[config.mk]
export PLATFORM = sky130hd
export DESIGN_NAME = fp_misc_unit
export DESIGN_NICKNAME = d
export VERILOG_FILES = /design/src/logic/fp_misc_pkg.sv /design/src/logic/fp_operand_stage.sv /design/src/logic/fp_compare_unit.sv /design/src/logic/fp_result_select.sv /design/src/logic/fp_misc_unit.sv
export VERILOG_INCLUDE_DIRS = /design/src /design/src/include
export SDC_FILE = /design/constraint.sdc
export NUM_CORES = 1
export LEC_CHECK = 0
export BUFFER_PORTS_ARGS = -buffer_cell sky130_fd_sc_hd__clkbuf_2
export CELL_PAD_IN_SITES_DETAIL_PLACEMENT = 0
export CELL_PAD_IN_SITES_GLOBAL_PLACEMENT = 1
export CORE_ASPECT_RATIO = 1.5
export CORE_MARGIN = 1.5
export CORE_UTILIZATION = 44
export DETAILED_ROUTE_END_ITERATION = 8
export PLACE_DENSITY = 0.81
export SYNTH_ARGS = -nofsm -noshare
export SYNTH_HDL_FRONTEND = slang
export SYNTH_SLANG_ARGS = --single-unit
[constraint.sdc]
create_clock -name clk -period 5.4 [get_ports clk]
set_clock_uncertainty 0.05 [all_clocks]
set_input_delay 0.54 -clock clk [delete_from_list [all_inputs] [get_ports clk]]
set_output_delay 0.54 -clock clk [all_outputs]
set_load 0.1 [all_outputs]
[src/include/fp_misc_config.svh]
// ====================
// Widths, operation codes and constants shared by the FP misc unit.
// Included by the package and by every module that decodes ops.
// ====================
`ifndef FP_MISC_CONFIG_SVH
`define FP_MISC_CONFIG_SVH

`define FLEN_D 64 // Register width.
`define FLEN_S 32 // Single width.

`define FMT_S 2'd0
`define FMT_D 2'd1

`define FT_MIN     5'd3
`define FT_MAX     5'd4
`define FT_SGNJ    5'd17
`define FT_SGNJN   5'd18
`define FT_SGNJX   5'd19
`define FT_EQ      5'd20
`define FT_LT      5'd21
`define FT_LE      5'd22
`define FT_CLASS   5'd23
`define FT_MV_TO_F 5'd24 // Integer word into the FP register.
`define FT_MV_TO_X 5'd25 // FP register out to an integer word.

`define QNAN_S 32'h7FC0_0000
`define QNAN_D 64'h7FF8_0000_0000_0000

`define FLAG_NV 4 // Invalid-operation bit.

`endif

[src/logic/fp_misc_pkg.sv]
`default_nettype none
// ====================
// Float, register, flag and class types for the FP misc unit.
// ====================
`include "fp_misc_config.svh"

package fp_misc_pkg;

	// ====================
	// Float formats
	typedef struct packed {
		logic sign;
		logic [7:0] exp;
		logic [22:0] frac;
	} fp32_t;

	typedef struct packed {
		logic sign;
		logic [10:0] exp;
		logic [51:0] frac;
	} fp64_t;

	// ====================
	// Register and control
	typedef logic [`FLEN_D-1:0] freg_t; // Single values live NaN-boxed.
	typedef logic [4:0] ftype_t;
	typedef logic [1:0] fmt_t;

	// NV, DZ, OF, UF, NX from bit 4 down to bit 0.
	typedef logic [4:0] fflags_t;

	// Bit 0 is negative infinity, bit 9 is quiet NaN.
	typedef logic [9:0] fclass_t;

endpackage

`default_nettype wire

[src/logic/fp_operand_stage.sv]
`default_nettype none
// ====================
// Input register of the FP misc pipeline. Captures one op per in_valid
// strobe and flags which operands are properly NaN-boxed singles.
// ====================
`include "fp_misc_config.svh"

module fp_operand_stage (
	input wire clk,
	input wire reset,
	input wire in_valid,
	input wire fp_misc_pkg::fmt_t fmt,
	input wire fp_misc_pkg::ftype_t ftype,
	input wire fp_misc_pkg::freg_t frs1,
	input wire fp_misc_pkg::freg_t frs2,
	output logic op_valid,
	output fp_misc_pkg::fmt_t op_fmt,
	output fp_misc_pkg::ftype_t op_ftype,
	output fp_misc_pkg::freg_t op_a,
	output fp_misc_pkg::freg_t op_b,
	output logic op_a_boxed,
	output logic op_b_boxed
);

	// Upper half all zeros or all ones counts as a boxed single.
	function automatic logic is_boxed(input fp_misc_pkg::freg_t x);
		logic [`FLEN_D-`FLEN_S-1:0] upper;
		upper = x[`FLEN_D-1:`FLEN_S];
		return (&upper) | ~(|upper);
	endfunction

	always_ff @(posedge clk) begin
		if (reset) begin
			op_valid <= 1'b0;
		end else begin
			op_valid <= in_valid; // One cycle behind the strobe.
		end
	end

	always_ff @(posedge clk) begin
		if (in_valid) begin
			op_fmt <= fmt;
			op_ftype <= ftype;
			op_a <= frs1;
			op_b <= frs2;
			op_a_boxed <= is_boxed(frs1);
			op_b_boxed <= is_boxed(frs2);
		end
	end

	a_op_known: assert property (@(posedge clk) disable iff (reset)
		in_valid |-> !$isunknown({fmt, ftype}))
		else $error("fp_operand_stage: unknown fmt or ftype with in_valid");

endmodule

`default_nettype wire

[src/logic/fp_compare_unit.sv]
`default_nettype none
// ====================
// Compare, min/max, sign injection and fclass for one IEEE format.
// Instantiated once per format with the matching float type.
// ====================
`include "fp_misc_config.svh"

module fp_compare_unit #(
	parameter type float_t = fp_misc_pkg::fp32_t
) (
	input wire float_t a,
	input wire float_t b,
	output logic lt,
	output logic eq,
	output logic unordered,
	output logic cmp_invalid,
	output float_t min_res,
	output float_t max_res,
	output logic minmax_invalid,
	output float_t sgnj_res,
	output float_t sgnjn_res,
	output float_t sgnjx_res,
	output fp_misc_pkg::fclass_t class_mask
);

	localparam int W = $bits(float_t);
	localparam logic [W-1:0] QNAN_BITS = (W == `FLEN_S) ? W'(`QNAN_S) : W'(`QNAN_D);
	localparam float_t QNAN = float_t'(QNAN_BITS); // Canonical NaN.

	localparam int CLS_NZERO = 3;
	localparam int CLS_PZERO = 4;
	localparam int CLS_SNAN = 8;
	localparam int CLS_QNAN = 9;

	fp_misc_pkg::fclass_t a_cls, b_cls;
	logic a_nan, b_nan, both_zero;
	logic [W-2:0] a_mag, b_mag;
	logic raw_lt, raw_eq, a_first;

	// ====================
	// Field decode
	function automatic fp_misc_pkg::fclass_t classify(input float_t x);
		logic exp_max, exp_zero, frac_zero, quiet;
		fp_misc_pkg::fclass_t m;
		exp_max = &x.exp;
		exp_zero = ~|x.exp;
		frac_zero = ~|x.frac;
		quiet = |(x.frac & QNAN.frac); // Top fraction bit.
		m = '0;
		m[0] = x.sign & exp_max & frac_zero;
		m[1] = x.sign & ~exp_max & ~exp_zero;
		m[2] = x.sign & exp_zero & ~frac_zero;
		m[3] = x.sign & exp_zero & frac_zero;
		m[4] = ~x.sign & exp_zero & frac_zero;
		m[5] = ~x.sign & exp_zero & ~frac_zero;
		m[6] = ~x.sign & ~exp_max & ~exp_zero;
		m[7] = ~x.sign & exp_max & frac_zero;
		m[8] = exp_max & ~frac_zero & ~quiet;
		m[9] = exp_max & quiet;
		return m;
	endfunction

	assign a_cls = classify(a);
	assign b_cls = classify(b);
	assign a_nan = a_cls[CLS_SNAN] | a_cls[CLS_QNAN];
	assign b_nan = b_cls[CLS_SNAN] | b_cls[CLS_QNAN];
	assign both_zero = (a_cls[CLS_NZERO] | a_cls[CLS_PZERO]) &
		(b_cls[CLS_NZERO] | b_cls[CLS_PZERO]);
	assign class_mask = a_cls;

	// ====================
	// Ordered compare
	assign a_mag = a[W-2:0];
	assign b_mag = b[W-2:0];

	always_comb begin
		if (both_zero) begin
			raw_lt = 1'b0; // +0 equals -0.
		end else if (a.sign != b.sign) begin
			raw_lt = a.sign;
		end else if (a.sign) begin
			raw_lt = a_mag > b_mag; // Both negative, larger magnitude is smaller.
		end else begin
			raw_lt = a_mag < b_mag;
		end
	end

	assign raw_eq = (a == b) | both_zero;
	assign unordered = a_nan | b_nan;
	assign lt = raw_lt & ~unordered;
	assign eq = raw_eq & ~unordered;
	assign cmp_invalid = unordered; // Signaling compares trap on any NaN.
	assign minmax_invalid = a_cls[CLS_SNAN] | b_cls[CLS_SNAN];

	// ====================
	// Min and max
	assign a_first = both_zero ? (a.sign & ~b.sign) : raw_lt; // -0 below +0.

	always_comb begin
		if (a_nan && b_nan) begin
			min_res = QNAN;
			max_res = QNAN;
		end else if (a_nan) begin
			min_res = b;
			max_res = b;
		end else if (b_nan) begin
			min_res = a;
			max_res = a;
		end else begin
			min_res = a_first ? a : b;
			max_res = a_first ? b : a;
		end
	end

	// Sign injection keeps the magnitude of a.
	always_comb begin
		sgnj_res = a;
		sgnjn_res = a;
		sgnjx_res = a;
		sgnj_res.sign = b.sign;
		sgnjn_res.sign = ~b.sign;
		sgnjx_res.sign = a.sign ^ b.sign;
	end

	always_comb begin
		assert (!(lt && eq)) else $error("fp_compare_unit: lt and eq both set");
	end

endmodule

`default_nettype wire

[src/logic/fp_result_select.sv]
`default_nettype none
// ====================
// Output register of the FP misc pipeline. Picks the result for fmt and
// ftype, applies single boxing rules and registers result and flags.
// ====================
`include "fp_misc_config.svh"

module fp_result_select (
	input wire clk,
	input wire reset,
	input wire op_valid,
	input wire fp_misc_pkg::fmt_t op_fmt,
	input wire fp_misc_pkg::ftype_t op_ftype,
	input wire fp_misc_pkg::freg_t op_a,
	input wire fp_misc_pkg::freg_t op_b,
	input wire op_a_boxed,
	input wire op_b_boxed,
	input wire s_lt, s_eq, s_unordered, s_cmp_invalid, s_minmax_invalid,
	input wire fp_misc_pkg::fp32_t s_min_res, s_max_res,
	input wire fp_misc_pkg::fp32_t s_sgnj_res, s_sgnjn_res, s_sgnjx_res,
	input wire fp_misc_pkg::fclass_t s_class_mask,
	input wire d_lt, d_eq, d_unordered, d_cmp_invalid, d_minmax_invalid,
	input wire fp_misc_pkg::fp64_t d_min_res, d_max_res,
	input wire fp_misc_pkg::fp64_t d_sgnj_res, d_sgnjn_res, d_sgnjx_res,
	input wire fp_misc_pkg::fclass_t d_class_mask,
	output logic out_valid,
	output fp_misc_pkg::freg_t farith_res,
	output fp_misc_pkg::fflags_t exception_flags,
	output logic fflags_valid
);

	localparam logic [`FLEN_S-1:0] BOX = '1;

	fp_misc_pkg::freg_t nxt_res;
	fp_misc_pkg::fflags_t nxt_flags;
	logic is_s, is_d, two_src, one_src, unboxed, nxt_fv, nv;

	assign is_s = op_fmt == `FMT_S;
	assign is_d = op_fmt == `FMT_D;
	assign two_src = op_ftype inside {`FT_MIN, `FT_MAX, `FT_SGNJ, `FT_SGNJN, `FT_SGNJX};
	assign one_src = op_ftype inside {`FT_CLASS, `FT_MV_TO_F};
	assign unboxed = is_s & ((two_src & ~(op_a_boxed & op_b_boxed)) | (one_src & ~op_a_boxed));

	// Compares and min/max raise flags, feq only on signaling NaN.
	assign nxt_fv = unboxed | ((is_s | is_d) &
		(op_ftype inside {`FT_MIN, `FT_MAX, `FT_EQ, `FT_LT, `FT_LE}));
	assign nv = (op_ftype inside {`FT_LT, `FT_LE}) ?
		(is_s ? s_cmp_invalid : d_cmp_invalid) :
		(is_s ? s_minmax_invalid : d_minmax_invalid);

	always_comb begin
		nxt_flags = '0;
		nxt_flags[`FLAG_NV] = unboxed | (nxt_fv & nv);
		nxt_res = '0;
		if (unboxed) begin
			nxt_res = {{`FLEN_S{1'b0}}, `QNAN_S}; // Boxing failure.
		end else if (is_s) begin
			case (op_ftype)
				`FT_MIN: nxt_res = {BOX, s_min_res};
				`FT_MAX: nxt_res = {BOX, s_max_res};
				`FT_SGNJ: nxt_res = {BOX, s_sgnj_res};
				`FT_SGNJN: nxt_res = {BOX, s_sgnjn_res};
				`FT_SGNJX: nxt_res = {BOX, s_sgnjx_res};
				`FT_EQ: nxt_res = fp_misc_pkg::freg_t'(s_eq & ~s_unordered);
				`FT_LT: nxt_res = fp_misc_pkg::freg_t'(s_lt & ~s_unordered);
				`FT_LE: nxt_res = fp_misc_pkg::freg_t'((s_lt | s_eq) & ~s_unordered);
				`FT_CLASS: nxt_res = fp_misc_pkg::freg_t'(s_class_mask);
				`FT_MV_TO_F: nxt_res = {BOX, op_a[`FLEN_S-1:0]};
				`FT_MV_TO_X: nxt_res = {{`FLEN_S{op_a[`FLEN_S-1]}}, op_a[`FLEN_S-1:0]};
				default: nxt_res = '0;
			endcase
		end else if (is_d) begin
			case (op_ftype)
				`FT_MIN: nxt_res = d_min_res;
				`FT_MAX: nxt_res = d_max_res;
				`FT_SGNJ: nxt_res = d_sgnj_res;
				`FT_SGNJN: nxt_res = d_sgnjn_res;
				`FT_SGNJX: nxt_res = d_sgnjx_res;
				`FT_EQ: nxt_res = fp_misc_pkg::freg_t'(d_eq & ~d_unordered);
				`FT_LT: nxt_res = fp_misc_pkg::freg_t'(d_lt & ~d_unordered);
				`FT_LE: nxt_res = fp_misc_pkg::freg_t'((d_lt | d_eq) & ~d_unordered);
				`FT_CLASS: nxt_res = fp_misc_pkg::freg_t'(d_class_mask);
				`FT_MV_TO_F, `FT_MV_TO_X: nxt_res = op_a; // Raw bits both ways.
				default: nxt_res = '0;
			endcase
		end
	end

	always_ff @(posedge clk) begin
		if (reset) begin
			out_valid <= 1'b0;
			fflags_valid <= 1'b0;
			exception_flags <= '0;
		end else begin
			out_valid <= op_valid;
			fflags_valid <= op_valid & nxt_fv;
			exception_flags <= op_valid ? nxt_flags : '0;
		end
	end

	always_ff @(posedge clk) begin
		if (op_valid) begin
			farith_res <= nxt_res;
		end
	end

	a_flags_qual: assert property (@(posedge clk) disable iff (reset)
		!fflags_valid |-> exception_flags == '0)
		else $error("fp_result_select: flags set while fflags_valid is low");

endmodule

`default_nettype wire

[src/logic/fp_misc_unit.sv]
`default_nettype none
// ====================
// Two-stage FP misc unit: compares, min/max, sign injection, fclass, moves.
// ====================
`include "fp_misc_config.svh"

module fp_misc_unit (
	input wire clk,
	input wire reset,
	input wire in_valid,
	input wire fp_misc_pkg::fmt_t fmt,
	input wire fp_misc_pkg::ftype_t ftype,
	input wire fp_misc_pkg::freg_t frs1,
	input wire fp_misc_pkg::freg_t frs2,
	output logic out_valid,
	output fp_misc_pkg::freg_t farith_res,
	output fp_misc_pkg::fflags_t exception_flags,
	output logic fflags_valid
);

	logic op_valid, op_a_boxed, op_b_boxed;
	fp_misc_pkg::fmt_t op_fmt;
	fp_misc_pkg::ftype_t op_ftype;
	fp_misc_pkg::freg_t op_a, op_b;

	// ====================
	// Per-format compare results
	logic s_lt, s_eq, s_unordered, s_cmp_invalid, s_minmax_invalid;
	fp_misc_pkg::fp32_t s_min_res, s_max_res, s_sgnj_res, s_sgnjn_res, s_sgnjx_res;
	fp_misc_pkg::fclass_t s_class_mask;
	logic d_lt, d_eq, d_unordered, d_cmp_invalid, d_minmax_invalid;
	fp_misc_pkg::fp64_t d_min_res, d_max_res, d_sgnj_res, d_sgnjn_res, d_sgnjx_res;
	fp_misc_pkg::fclass_t d_class_mask;

	fp_operand_stage u_operand (.*);

	fp_compare_unit #(.float_t(fp_misc_pkg::fp32_t)) u_cmp_s (
		.a(op_a[`FLEN_S-1:0]), .b(op_b[`FLEN_S-1:0]), // Low word only.
		.lt(s_lt), .eq(s_eq), .unordered(s_unordered), .cmp_invalid(s_cmp_invalid),
		.min_res(s_min_res), .max_res(s_max_res), .minmax_invalid(s_minmax_invalid),
		.sgnj_res(s_sgnj_res), .sgnjn_res(s_sgnjn_res), .sgnjx_res(s_sgnjx_res),
		.class_mask(s_class_mask)
	);

	fp_compare_unit #(.float_t(fp_misc_pkg::fp64_t)) u_cmp_d (
		.a(op_a), .b(op_b),
		.lt(d_lt), .eq(d_eq), .unordered(d_unordered), .cmp_invalid(d_cmp_invalid),
		.min_res(d_min_res), .max_res(d_max_res), .minmax_invalid(d_minmax_invalid),
		.sgnj_res(d_sgnj_res), .sgnjn_res(d_sgnjn_res), .sgnjx_res(d_sgnjx_res),
		.class_mask(d_class_mask)
	);

	fp_result_select u_result (.*);

endmodule

`default_nettype wire

### Word level (Yosys, flattened, before mapping)

Index checks and enable logic that the tools add are counted.

* input port bits: 138
* output and inout port bits: 71
* logic and storage cells: 208
* register bits: 209

* bitwise operators: 112
* reductions and logical operators: 33
* $lt $le $gt $ge: 4
* eq/ne operators: 16
* multiplexer cells: 31

Operators with widths (number)
* 64-bit case mux with 11 select lines: 1
* 64-bit two-way mux: 10
* 64-bit case mux with 10 select lines: 1
* 1-bit by 64-bit AND with 64-bit output: 4
* 32-bit two-way mux: 8
* 64-bit AND: 2
* 1-bit inverter with 64-bit output: 2
* 52-bit OR reduction: 2
* 64-bit == test: 1
* 32-bit AND reduction: 2
* 32-bit OR reduction: 2
* 1-bit AND: 63
* 63-bit > comparator: 1
* 63-bit less-than comparator: 1
* 23-bit OR reduction: 2
* 5-bit == test (second input constant): 9
* 32-bit == test: 1
* 31-bit > comparator: 1
* 31-bit less-than comparator: 1
* 1-bit bitwise OR: 22
* 11-bit AND reduction: 2
* 11-bit OR reduction: 2
* 1-bit inverter: 17
* 8-bit AND reduction: 2
* other kinds (13): 37

### Logic depth before layout (Yosys ltp)

Gate-level depths: netlist of the first run.

* word-level depth: 15
* depth in mapped cells: 14
* depth with buffers taken out: 12

### Modules after synthesis

From an unflattened synthesis of the first run, not the netlist that was laid out.

* cells, all modules: 2064
* area, all modules: 19477.4 µm²

Modules (own cells, without submodules)
* fp_result_select: area each 6332.3 µm², seq. area each 1981.9 µm², cells each 693, instances 1
* fp_compare_unit at u_cmp_d: area each 5547.8 µm², seq. area each 0.0 µm², cells each 717, instances 1
* fp_operand_stage: area each 4420.5 µm², seq. area each 4134.0 µm², cells each 181, instances 1
* fp_compare_unit at u_cmp_s: area each 3176.8 µm², seq. area each 0.0 µm², cells each 473, instances 1

### Worst setup path before layout of the first run

No wires, ideal clock.

* path kind: flip-flop to flip-flop
* start: reg u_operand.op_a[31]
* end: reg u_result.farith_res[0], data pin
* stages on the path, launching flop included: 14
* data arrival time: 3.434 ns
* period minus slack after synthesis: 3.755 ns
* buffers on the path: 1
* slack: 1.645 ns
* path through: edfxtp_1 -> clkbuf_1 -> inv_1 -> ha_1 -> nand4b_1 -> nor4_1 -> nand2_1 -> o31a_1 -> o21a_1 -> a211oi_4 -> a2111oi_0 -> o31a_1 -> and4b_1 -> or4_1

* word-level cells in the longest chain between the ends: 14
* elaborated cells on any way between the ends: 71
* those cells by class: order compare: 2; eq/ne: 3; mux: 28; bitwise: 35; reduce/logical: 3

Ends and longest elaborated chain
* from (decl): RTL line fp_operand_stage.sv:19 `output fp_misc_pkg::freg_t op_a,`
* from (signal assigned): RTL line fp_operand_stage.sv:44 `op_a <= frs1;`
* parallel branches: the longest is 13 deep, another holds 63-bit less-than comparator
* 64-bit two-way mux *: RTL line fp_result_select.sv:57 `end else if (is_s) begin`
* to (signal assigned): RTL line fp_result_select.sv:103 `farith_res <= nxt_res;`
* to (decl): RTL line fp_result_select.sv:27 `output fp_misc_pkg::freg_t farith_res,`

Mark *: on every way between the ends.
A chain may end at the register's enable or synchronous reset.

### Final worst setup path of the first run

Ends and elaborated chain as after synthesis.

==> results of run 1 <==
[critical path: cells and delay by family, from the launching register on]
family | cells | cell delay [ns]
flops | 1 | 0.60
simple gates | 5 | 1.61
fa+ha+maj | 1 | 0.44
buf+inv | 1 | 0.25
compound gates | 5 | 1.46
[report_power, final]
part	total (mW)	internal, mW	switching, mW	leakage (nW)
registers	2.01	1.88	0.124	1.90
clock network	1.47	0.847	0.623	0.344
logic	0.685	0.193	0.492	2.62
[placed cells by master (no fill, tap or decap), types with 8 or more instances in the layout]
master	instances
a21oi_1	47
a221o_1	30
a221oi_1	22
a22o_1	12
buf_4	14
clkbuf_16	21
clkbuf_2	203
edfxtp_1	201
ha_1	68
inv_1	69
nand2_1	47
nand3_1	16
nand4_1	48
nor2_1	57
nor2b_1	10
nor3_1	24
nor4_1	49
o21a_1	8
o21ai_0	20
or4_1	10
[routing by layer]
metal	vias to the layer above	global-route usage, %	wire length (µm)
met1	4110	26.4	10900
met5	-	0	0
met2	335	46.6	17300
met4	0	10.2	1310
met3	74	3.29	1710
li1	3978	-	-
[per-stage QoR]
| step | utilization (%) | hold slack [ns] | total power [mW] |
|---|---|---|---|
| 6_report | 53.5 | 0.136 | 4.16 |
| 5_1_grt | 53.5 | 0.120 | 4.32 |
| 4_1_cts | 53.5 | 0.123 | 4.19 |
| 3_5_place_dp | 50.6 | 0.535 | 2.72 |
| 3_3_place_gp | 50.6 | 0.543 | 2.72 |
| 2_1_floorplan | - | 0.501 | 2.48 |
[how the worst max path moves through the flow]
stage,endpoint,slack [ns]
after floorplan,u_result.farith_res[0]$_SDFFCE_PP0P_,1.64
after global placement,u_result.farith_res[0]$_SDFFCE_PP0P_,0.68
after detailed placement,u_result.farith_res[0]$_SDFFCE_PP0P_,0.73
after CTS,u_result.farith_res[0]$_SDFFCE_PP0P_,0.71
after global routing,u_result.farith_res[17]$_SDFFCE_PP0P_,0.38
final,u_result.farith_res[0]$_SDFFCE_PP0P_,0.69
[synth_stat cells, types with 3 or more instances]
| master | n |
|---|---|
| a211o_1 | 5 |
| a211oi_1 | 4 |
| a21boi_0 | 3 |
| a21o_1 | 3 |
| a21oi_1 | 47 |
| a221o_1 | 30 |
| a221oi_1 | 22 |
| a22o_1 | 12 |
| a22oi_1 | 5 |
| a31oi_1 | 6 |
| a32oi_1 | 7 |
| and4_1 | 3 |
| buf_2 | 7 |
| buf_4 | 7 |
| clkbuf_1 | 18 |
| dfxtp_1 | 4 |
| edfxtp_1 | 201 |
| ha_1 | 68 |
| inv_1 | 69 |
| nand2_1 | 47 |
| nand2b_1 | 6 |
| nand3_1 | 16 |
| nand4_1 | 48 |
| nor2_1 | 57 |
| nor2b_1 | 10 |
| nor3_1 | 24 |
| nor3b_1 | 3 |
| nor4_1 | 49 |
| o21a_1 | 8 |
| o21ai_0 | 20 |
| o21ai_1 | 6 |
| o22ai_1 | 7 |
| o31a_1 | 3 |
| o31ai_1 | 3 |
| or2_2 | 3 |
| or3_1 | 3 |
| or4_1 | 10 |
[cell type report]
class                      count  area [µm²]
fill                        2078       11000
multi-input combinational    583        4110
sequential                   205        6120
clock buffer                  24         557
timing repair buffer         217        1120
inverter                      69         259
clock inverter                14         146
tap                          319         399
[registers in the layout (all words and copies together), names as in the netlist]
signal / cells
u_operand.op_valid: 1
u_operand.op_b_boxed: 1
u_operand.op_fmt: 2
u_result.exception_flags: 1
u_operand.op_b: 64
u_operand.op_a_boxed: 1
u_operand.op_a: 64
u_operand.op_ftype: 5
u_result.farith_res: 64
u_result.out_valid: 1
u_result.fflags_valid: 1
[logic make-up after synthesis]
group	Yosys count	synth area share, %
and+or+nand+nor	293	15.0
AOI/OAI and AO/OA	215	15.1
DFF	205	57.6
buffers and inverters	102	3.93
adders and majority gates	68	8.01
muxes	2	0.188
other	1	0.0353
xor gates and xnor gates	1	0.0825
==> flow_summary.json, run 1 <==
{
  "grt_max_degree": 63,
  "worstPathArrival_ns": 4.90,
  "grt_first_pass_wirelength_mm": 46.3,
  "htree_num_levels": 1,
  "grt_pass1_vias": 8373,
  "pre_cts_ws_ns": 0.728,
  "cts_max_path_buffers": 3,
  "dr.pass1.iters": 6,
  "crit_required_ns": 5.59,
  "avgSynthCellArea_um2": 12.0,
  "coreArea_mm2": 0.0237,
  "fin_crit_ns": 4.71,
  "ant_nets": 0,
  "antenna_found_initial": 0,
  "hp-start": "reset",
  "crit_fanout": 13,
  "pin_count": 209,
  "drive_above_1_share_pct": 24.0,
  "end_kind": "flop",
  "netlist_area_mm2": 0.0106,
  "worstHoldEndpoint": "u_operand.op_valid$_SDFF_PP0_",
  "critical-path-slowest-cell": "edfxtp_1",
  "clk_pin_slew_worst_paths_ns": 0.06,
  "cts_root_buffer": "clkbuf_16",
  "setup_viol": 0,
  "synth_edf_count": 201,
  "n_antenna_cell": 0,
  "cts_resized": 0,
  "postPlaceCellArea_mm2": 0.0120,
  "row_count": 69,
  "ctsHoldBuffers": 0,
  "die_area_mm2": 0.0251,
  "placed_cells": 1393,
  "ir_worst_vdd_mv": 0.274,
  "track_usage_pct": 24.5,
  "clk-insertion-delay-late_ns": 0.52,
  "synth_ff_type": "edfxtp_1",
  "slew_headroom_pct": 31.3,
  "start_util_pct": 44.7,
  "die_w_um": 130,
  "slowest_delay_ns": 0.60,
  "num_vias": 8497,
  "seq_area_frac_synth_pct": 57.6,
  "finalCritPeriodShare_pct": 87.1,
  "gp_congestion": 0.935,
  "yosys_warnings": 0,
  "status": "finished clean",
  "reg2reg_from": "u_operand.op_a[31]$_DFFE_PP_",
  "layout.nets": 1303,
  "viasPerCell": 5.94,
  "drc_errors": 0,
  "rsz0062_at_grt": "false",
  "netlist.top_cell.by_area": "edfxtp_1",
  "power_leakage_nw": 4.86,
  "hold_viol_final": 0,
  "hp-class": "input pin to flop",
  "synth_seq_cells": 205,
  "cts_tree": "yes",
  "synth_area_leaders": "edfxtp_1 (57%), ha_1 (8.0%), nor4_1 (2.9%)",
  "crit_type": "flop to flop",
  "cp_common_cell": "o31a_1",
  "yosysTopAreaCellShare_pct": 56.8,
  "rr_worst_depth": 12,
  "finalMaxSlewViolations": 0,
  "numCtsBuffers": 21,
  "design_area_mm2": 0.0127,
  "crit_chain": "inv_1 -> ha_1 -> nand4b_1 -> nor4_1 -> nand2_1 -> o31a_1 -> o21a_1 -> a211oi_4 -> a2111oi_0 -> o31a_1 -> and4b_1 -> or4_1",
  "finalNonFillerCells": 1431,
  "r2r_end": "u_result.farith_res[0]$_SDFFCE_PP0P_",
  "drt_iter0_drc": 415,
  "ff2ff_setup_slack_ns": 0.69,
  "async_flop_share_pct": 0,
  "critPathLaunchType": "flop",
  "cp-startpoint": "u_operand.op_a[31]$_DFFE_PP_",
  "finalWirelength_mm": 31.2,
  "numPortBuffers": 204,
  "die_height_um": 193,
  "synthCells": 887,
  "postCtsSetupRepairBufs": 0,
  "setup_tns_ns": 0,
  "place_hpwl_mm": 24.0,
  "area_delta_synth_final_pct": 19.6,
  "grt.overflow.total": 0,
  "whs_path_depth": 2,
  "clock.fmax_ghz": 0.213,
  "yosysUniqueCellTypes": 74,
  "p_per_area_mw_per_mm2": 328,
  "wl_per_cell_um": 21.8,
  "setup_slack_ns": 0.694,
  "drv_cap": 0,
  "worst_pin_slew_ns": 1.02,
  "cts.sinks": 205
}
No activity file was read; power rests on OpenSTA's default activity.
==> run 2: changes to the inputs <==
--- a/config.mk
+++ b/config.mk
@@ -6,6 +6,7 @@
 export SDC_FILE = /design/constraint.sdc
 export NUM_CORES = 1
 export LEC_CHECK = 0
+export ABC_AREA = 0
 export BUFFER_PORTS_ARGS = -buffer_cell sky130_fd_sc_hd__clkbuf_2
 export CELL_PAD_IN_SITES_DETAIL_PLACEMENT = 0
 export CELL_PAD_IN_SITES_GLOBAL_PLACEMENT = 1
@@ -14,6 +15,7 @@
 export CORE_UTILIZATION = 44
 export DETAILED_ROUTE_END_ITERATION = 8
 export PLACE_DENSITY = 0.81
+export RECOVER_POWER = 25
 export SYNTH_ARGS = -nofsm -noshare
 export SYNTH_HDL_FRONTEND = slang
 export SYNTH_SLANG_ARGS = --single-unit
==> run 2 against run 1 <==
- fmax shrank 0.67%
- critical path depth unchanged
- register-to-register slack worse by 0.03 ns
- via count is 0.25% higher
- critical path type unchanged
- largest cell class unchanged
- largest power group unchanged
- highest routed layer unchanged
==> flow_summary.json, run 2 (same netlist as run 1, synthesis figures left out) <==
{
  "seqCellArea_mm2": 0.00612,
  "place_hpwl_mm": 24.0,
  "clk_pin_slew_worst_paths_ns": 0.07,
  "drv_cap": 0,
  "clk-insertion-delay-late_ns": 0.52,
  "antenna_found_initial": 0,
  "comb_power_share_pct": 16.4,
  "worst-path-buf-inv": 1,
  "final.fill_count": 2113,
  "pwr-share-seq_pct": 48.2,
  "cts.sinks": 205,
  "cts_root_buffer": "clkbuf_16",
  "crit_fanout": 13,
  "hp-class": "input pin to flop",
  "track_usage_pct": 24.5,
  "crit_required_ns": 5.59,
  "final_common_cell": "edfxtp_1",
  "grt_max_degree": 63,
  "critPathLaunchType": "flop",
  "finalMaxSlewViolations": 0,
  "drt_iter0_drc": 502,
  "ir_worst_vdd_mv": 0.273,
  "worstPathArrival_ns": 4.93,
  "coreArea_mm2": 0.0237,
  "slowest_delay_ns": 0.61,
  "fin_crit_ns": 4.74,
  "n_antenna_cell": 0,
  "drive_above_1_share_pct": 18.6,
  "hold_viol_final": 0,
  "area_delta_synth_final_pct": 18.9,
  "placed_cells": 1393,
  "wl_per_cell_um": 21.9,
  "postCtsSetupRepairBufs": 0,
  "cts_max_path_buffers": 3,
  "grt_pass1_vias": 8373,
  "cts_tree": "yes",
  "crit_chain": "inv_1 -> ha_1 -> nand4b_1 -> nor4_1 -> nand2_1 -> o31a_1 -> o21a_1 -> a211oi_4 -> a2111oi_0 -> o31a_1 -> and4b_1 -> or4_1",
  "multi_input_area_mm2": 0.00411,
  "htree_num_levels": 1,
  "finalNonFillerCells": 1431,
  "p_sw_share_pct": 29.9,
  "grt.overflow.total": 0,
  "power_leakage_nw": 4.68,
  "power.switching_mw": 1.24,
  "drc_errors": 0,
  "ant_nets": 0,
  "numCtsBuffers": 21,
  "p_clk_share_pct": 35.4,
  "intPower_mw": 2.92,
  "dr.pass1.iters": 7,
  "slew_headroom_pct": 32.8,
  "finalWirelength_mm": 31.4,
  "setup_tns_ns": 0,
  "path_delay_family": "simple AND/OR/NAND/NOR gates",
  "grt_first_pass_wirelength_mm": 46.3,
  "crit_type": "flop to flop",
  "critical-path-slowest-cell": "edfxtp_1",
  "start_util_pct": 44.7,
  "end_kind": "flop",
  "p_per_area_mw_per_mm2": 329,
  "pin_count": 209,
  "finalCritPeriodShare_pct": 87.7,
  "cp_common_cell": "o31a_1",
  "die_area_mm2": 0.0251,
  "layout_common_cells": "edfxtp_1 (201), clkbuf_2 (143), inv_1 (69)",
  "rr_worst_depth": 12,
  "worst_pin_slew_ns": 1.00,
  "viasPerCell": 5.95,
  "whs_path_depth": 2,
  "clock.fmax_ghz": 0.211,
  "setup_viol": 0,
  "rsz0062_at_grt": "false",
  "num_vias": 8518,
  "path_depth": 12,
  "status": "finished clean",
  "gp_congestion": 0.935,
  "cts_resized": 0,
  "layout.nets": 1303,
  "die_w_um": 130,
  "ctsHoldBuffers": 0,
  "row_count": 69,
  "numPortBuffers": 204,
  "die_height_um": 193,
  "top_regs": "u_operand.op_a: 64 flops, u_operand.op_b: 64 flops, u_result.farith_res: 64 flops"
}
==> run 2: area by class of cell <==
cell class                      instances  share of cell area (%)
Timing Repair Buffer                  217                    8.28
Clock buffer                           24                    4.41
Tap cell                              319                    3.16
Sequential cell                       205                    48.4
Clock inverter                         14                    1.16
Multi-Input combinational cell        583                    32.5
Inverter                               69                    2.05
==> run 2: layer usage <==
| metal | wire, µm | vias to the layer above | GRT usage [%] |
|---|---|---|---|
| met1 | 10900 | 4121 | 26.4 |
| li1 | - | 3973 | - |
| met2 | 17300 | 353 | 46.6 |
| met5 | 0 | - | 0 |
| met3 | 1870 | 71 | 3.29 |
| met4 | 1270 | 0 | 10.2 |
==> run 2: metrics by stage <==
stage | worst slack [ns] | utilization [%] | power [mW] | cell area, µm² | hold WS, ns
2_1_floorplan | 1.64 | - | 2.48 | 10600 | 0.501
3_5_place_dp | 0.728 | 50.6 | 2.72 | 12000 | 0.535
5_1_grt | 0.382 | 53.2 | 4.31 | 12600 | 0.120
4_1_cts | 0.705 | 53.5 | 4.19 | 12700 | 0.123
3_3_place_gp | 0.680 | 50.6 | 2.72 | 12000 | 0.543
6_report | 0.663 | 53.2 | 4.16 | 12600 | 0.135
==> run 2: final timing paths <==
| check | from | end | slack [ns] |
|---|---|---|---|
| worst max-delay path | u_operand.op_a[31]$_DFFE_PP_ | u_result.farith_res[0]$_SDFFCE_PP0P_ | 0.66 |
| worst min-delay path | reset | u_operand.op_valid$_SDFF_PP0_ | 0.14 |
| worst max register to register | u_operand.op_a[31]$_DFFE_PP_ | u_result.farith_res[0]$_SDFFCE_PP0P_ | 0.66 |
| worst min register to register | u_operand.op_b[15]$_DFFE_PP_ | u_result.farith_res[15]$_SDFFCE_PP0P_ | 0.56 |
==> run 2: power groups by stage <==
| stage | Clock, mW | Combinational (mW) | Sequential [mW] |
|---|---|---|---|
| 3_3_place_gp | 0 | 0.678 | 2.04 |
| 4_1_cts | 1.50 | 0.687 | 2.00 |
| 3_5_place_dp | 0 | 0.684 | 2.04 |
| 2_1_floorplan | 0 | 0.271 | 2.21 |
| 5_1_grt | 1.56 | 0.734 | 2.02 |
| 6_report | 1.47 | 0.681 | 2.01 |
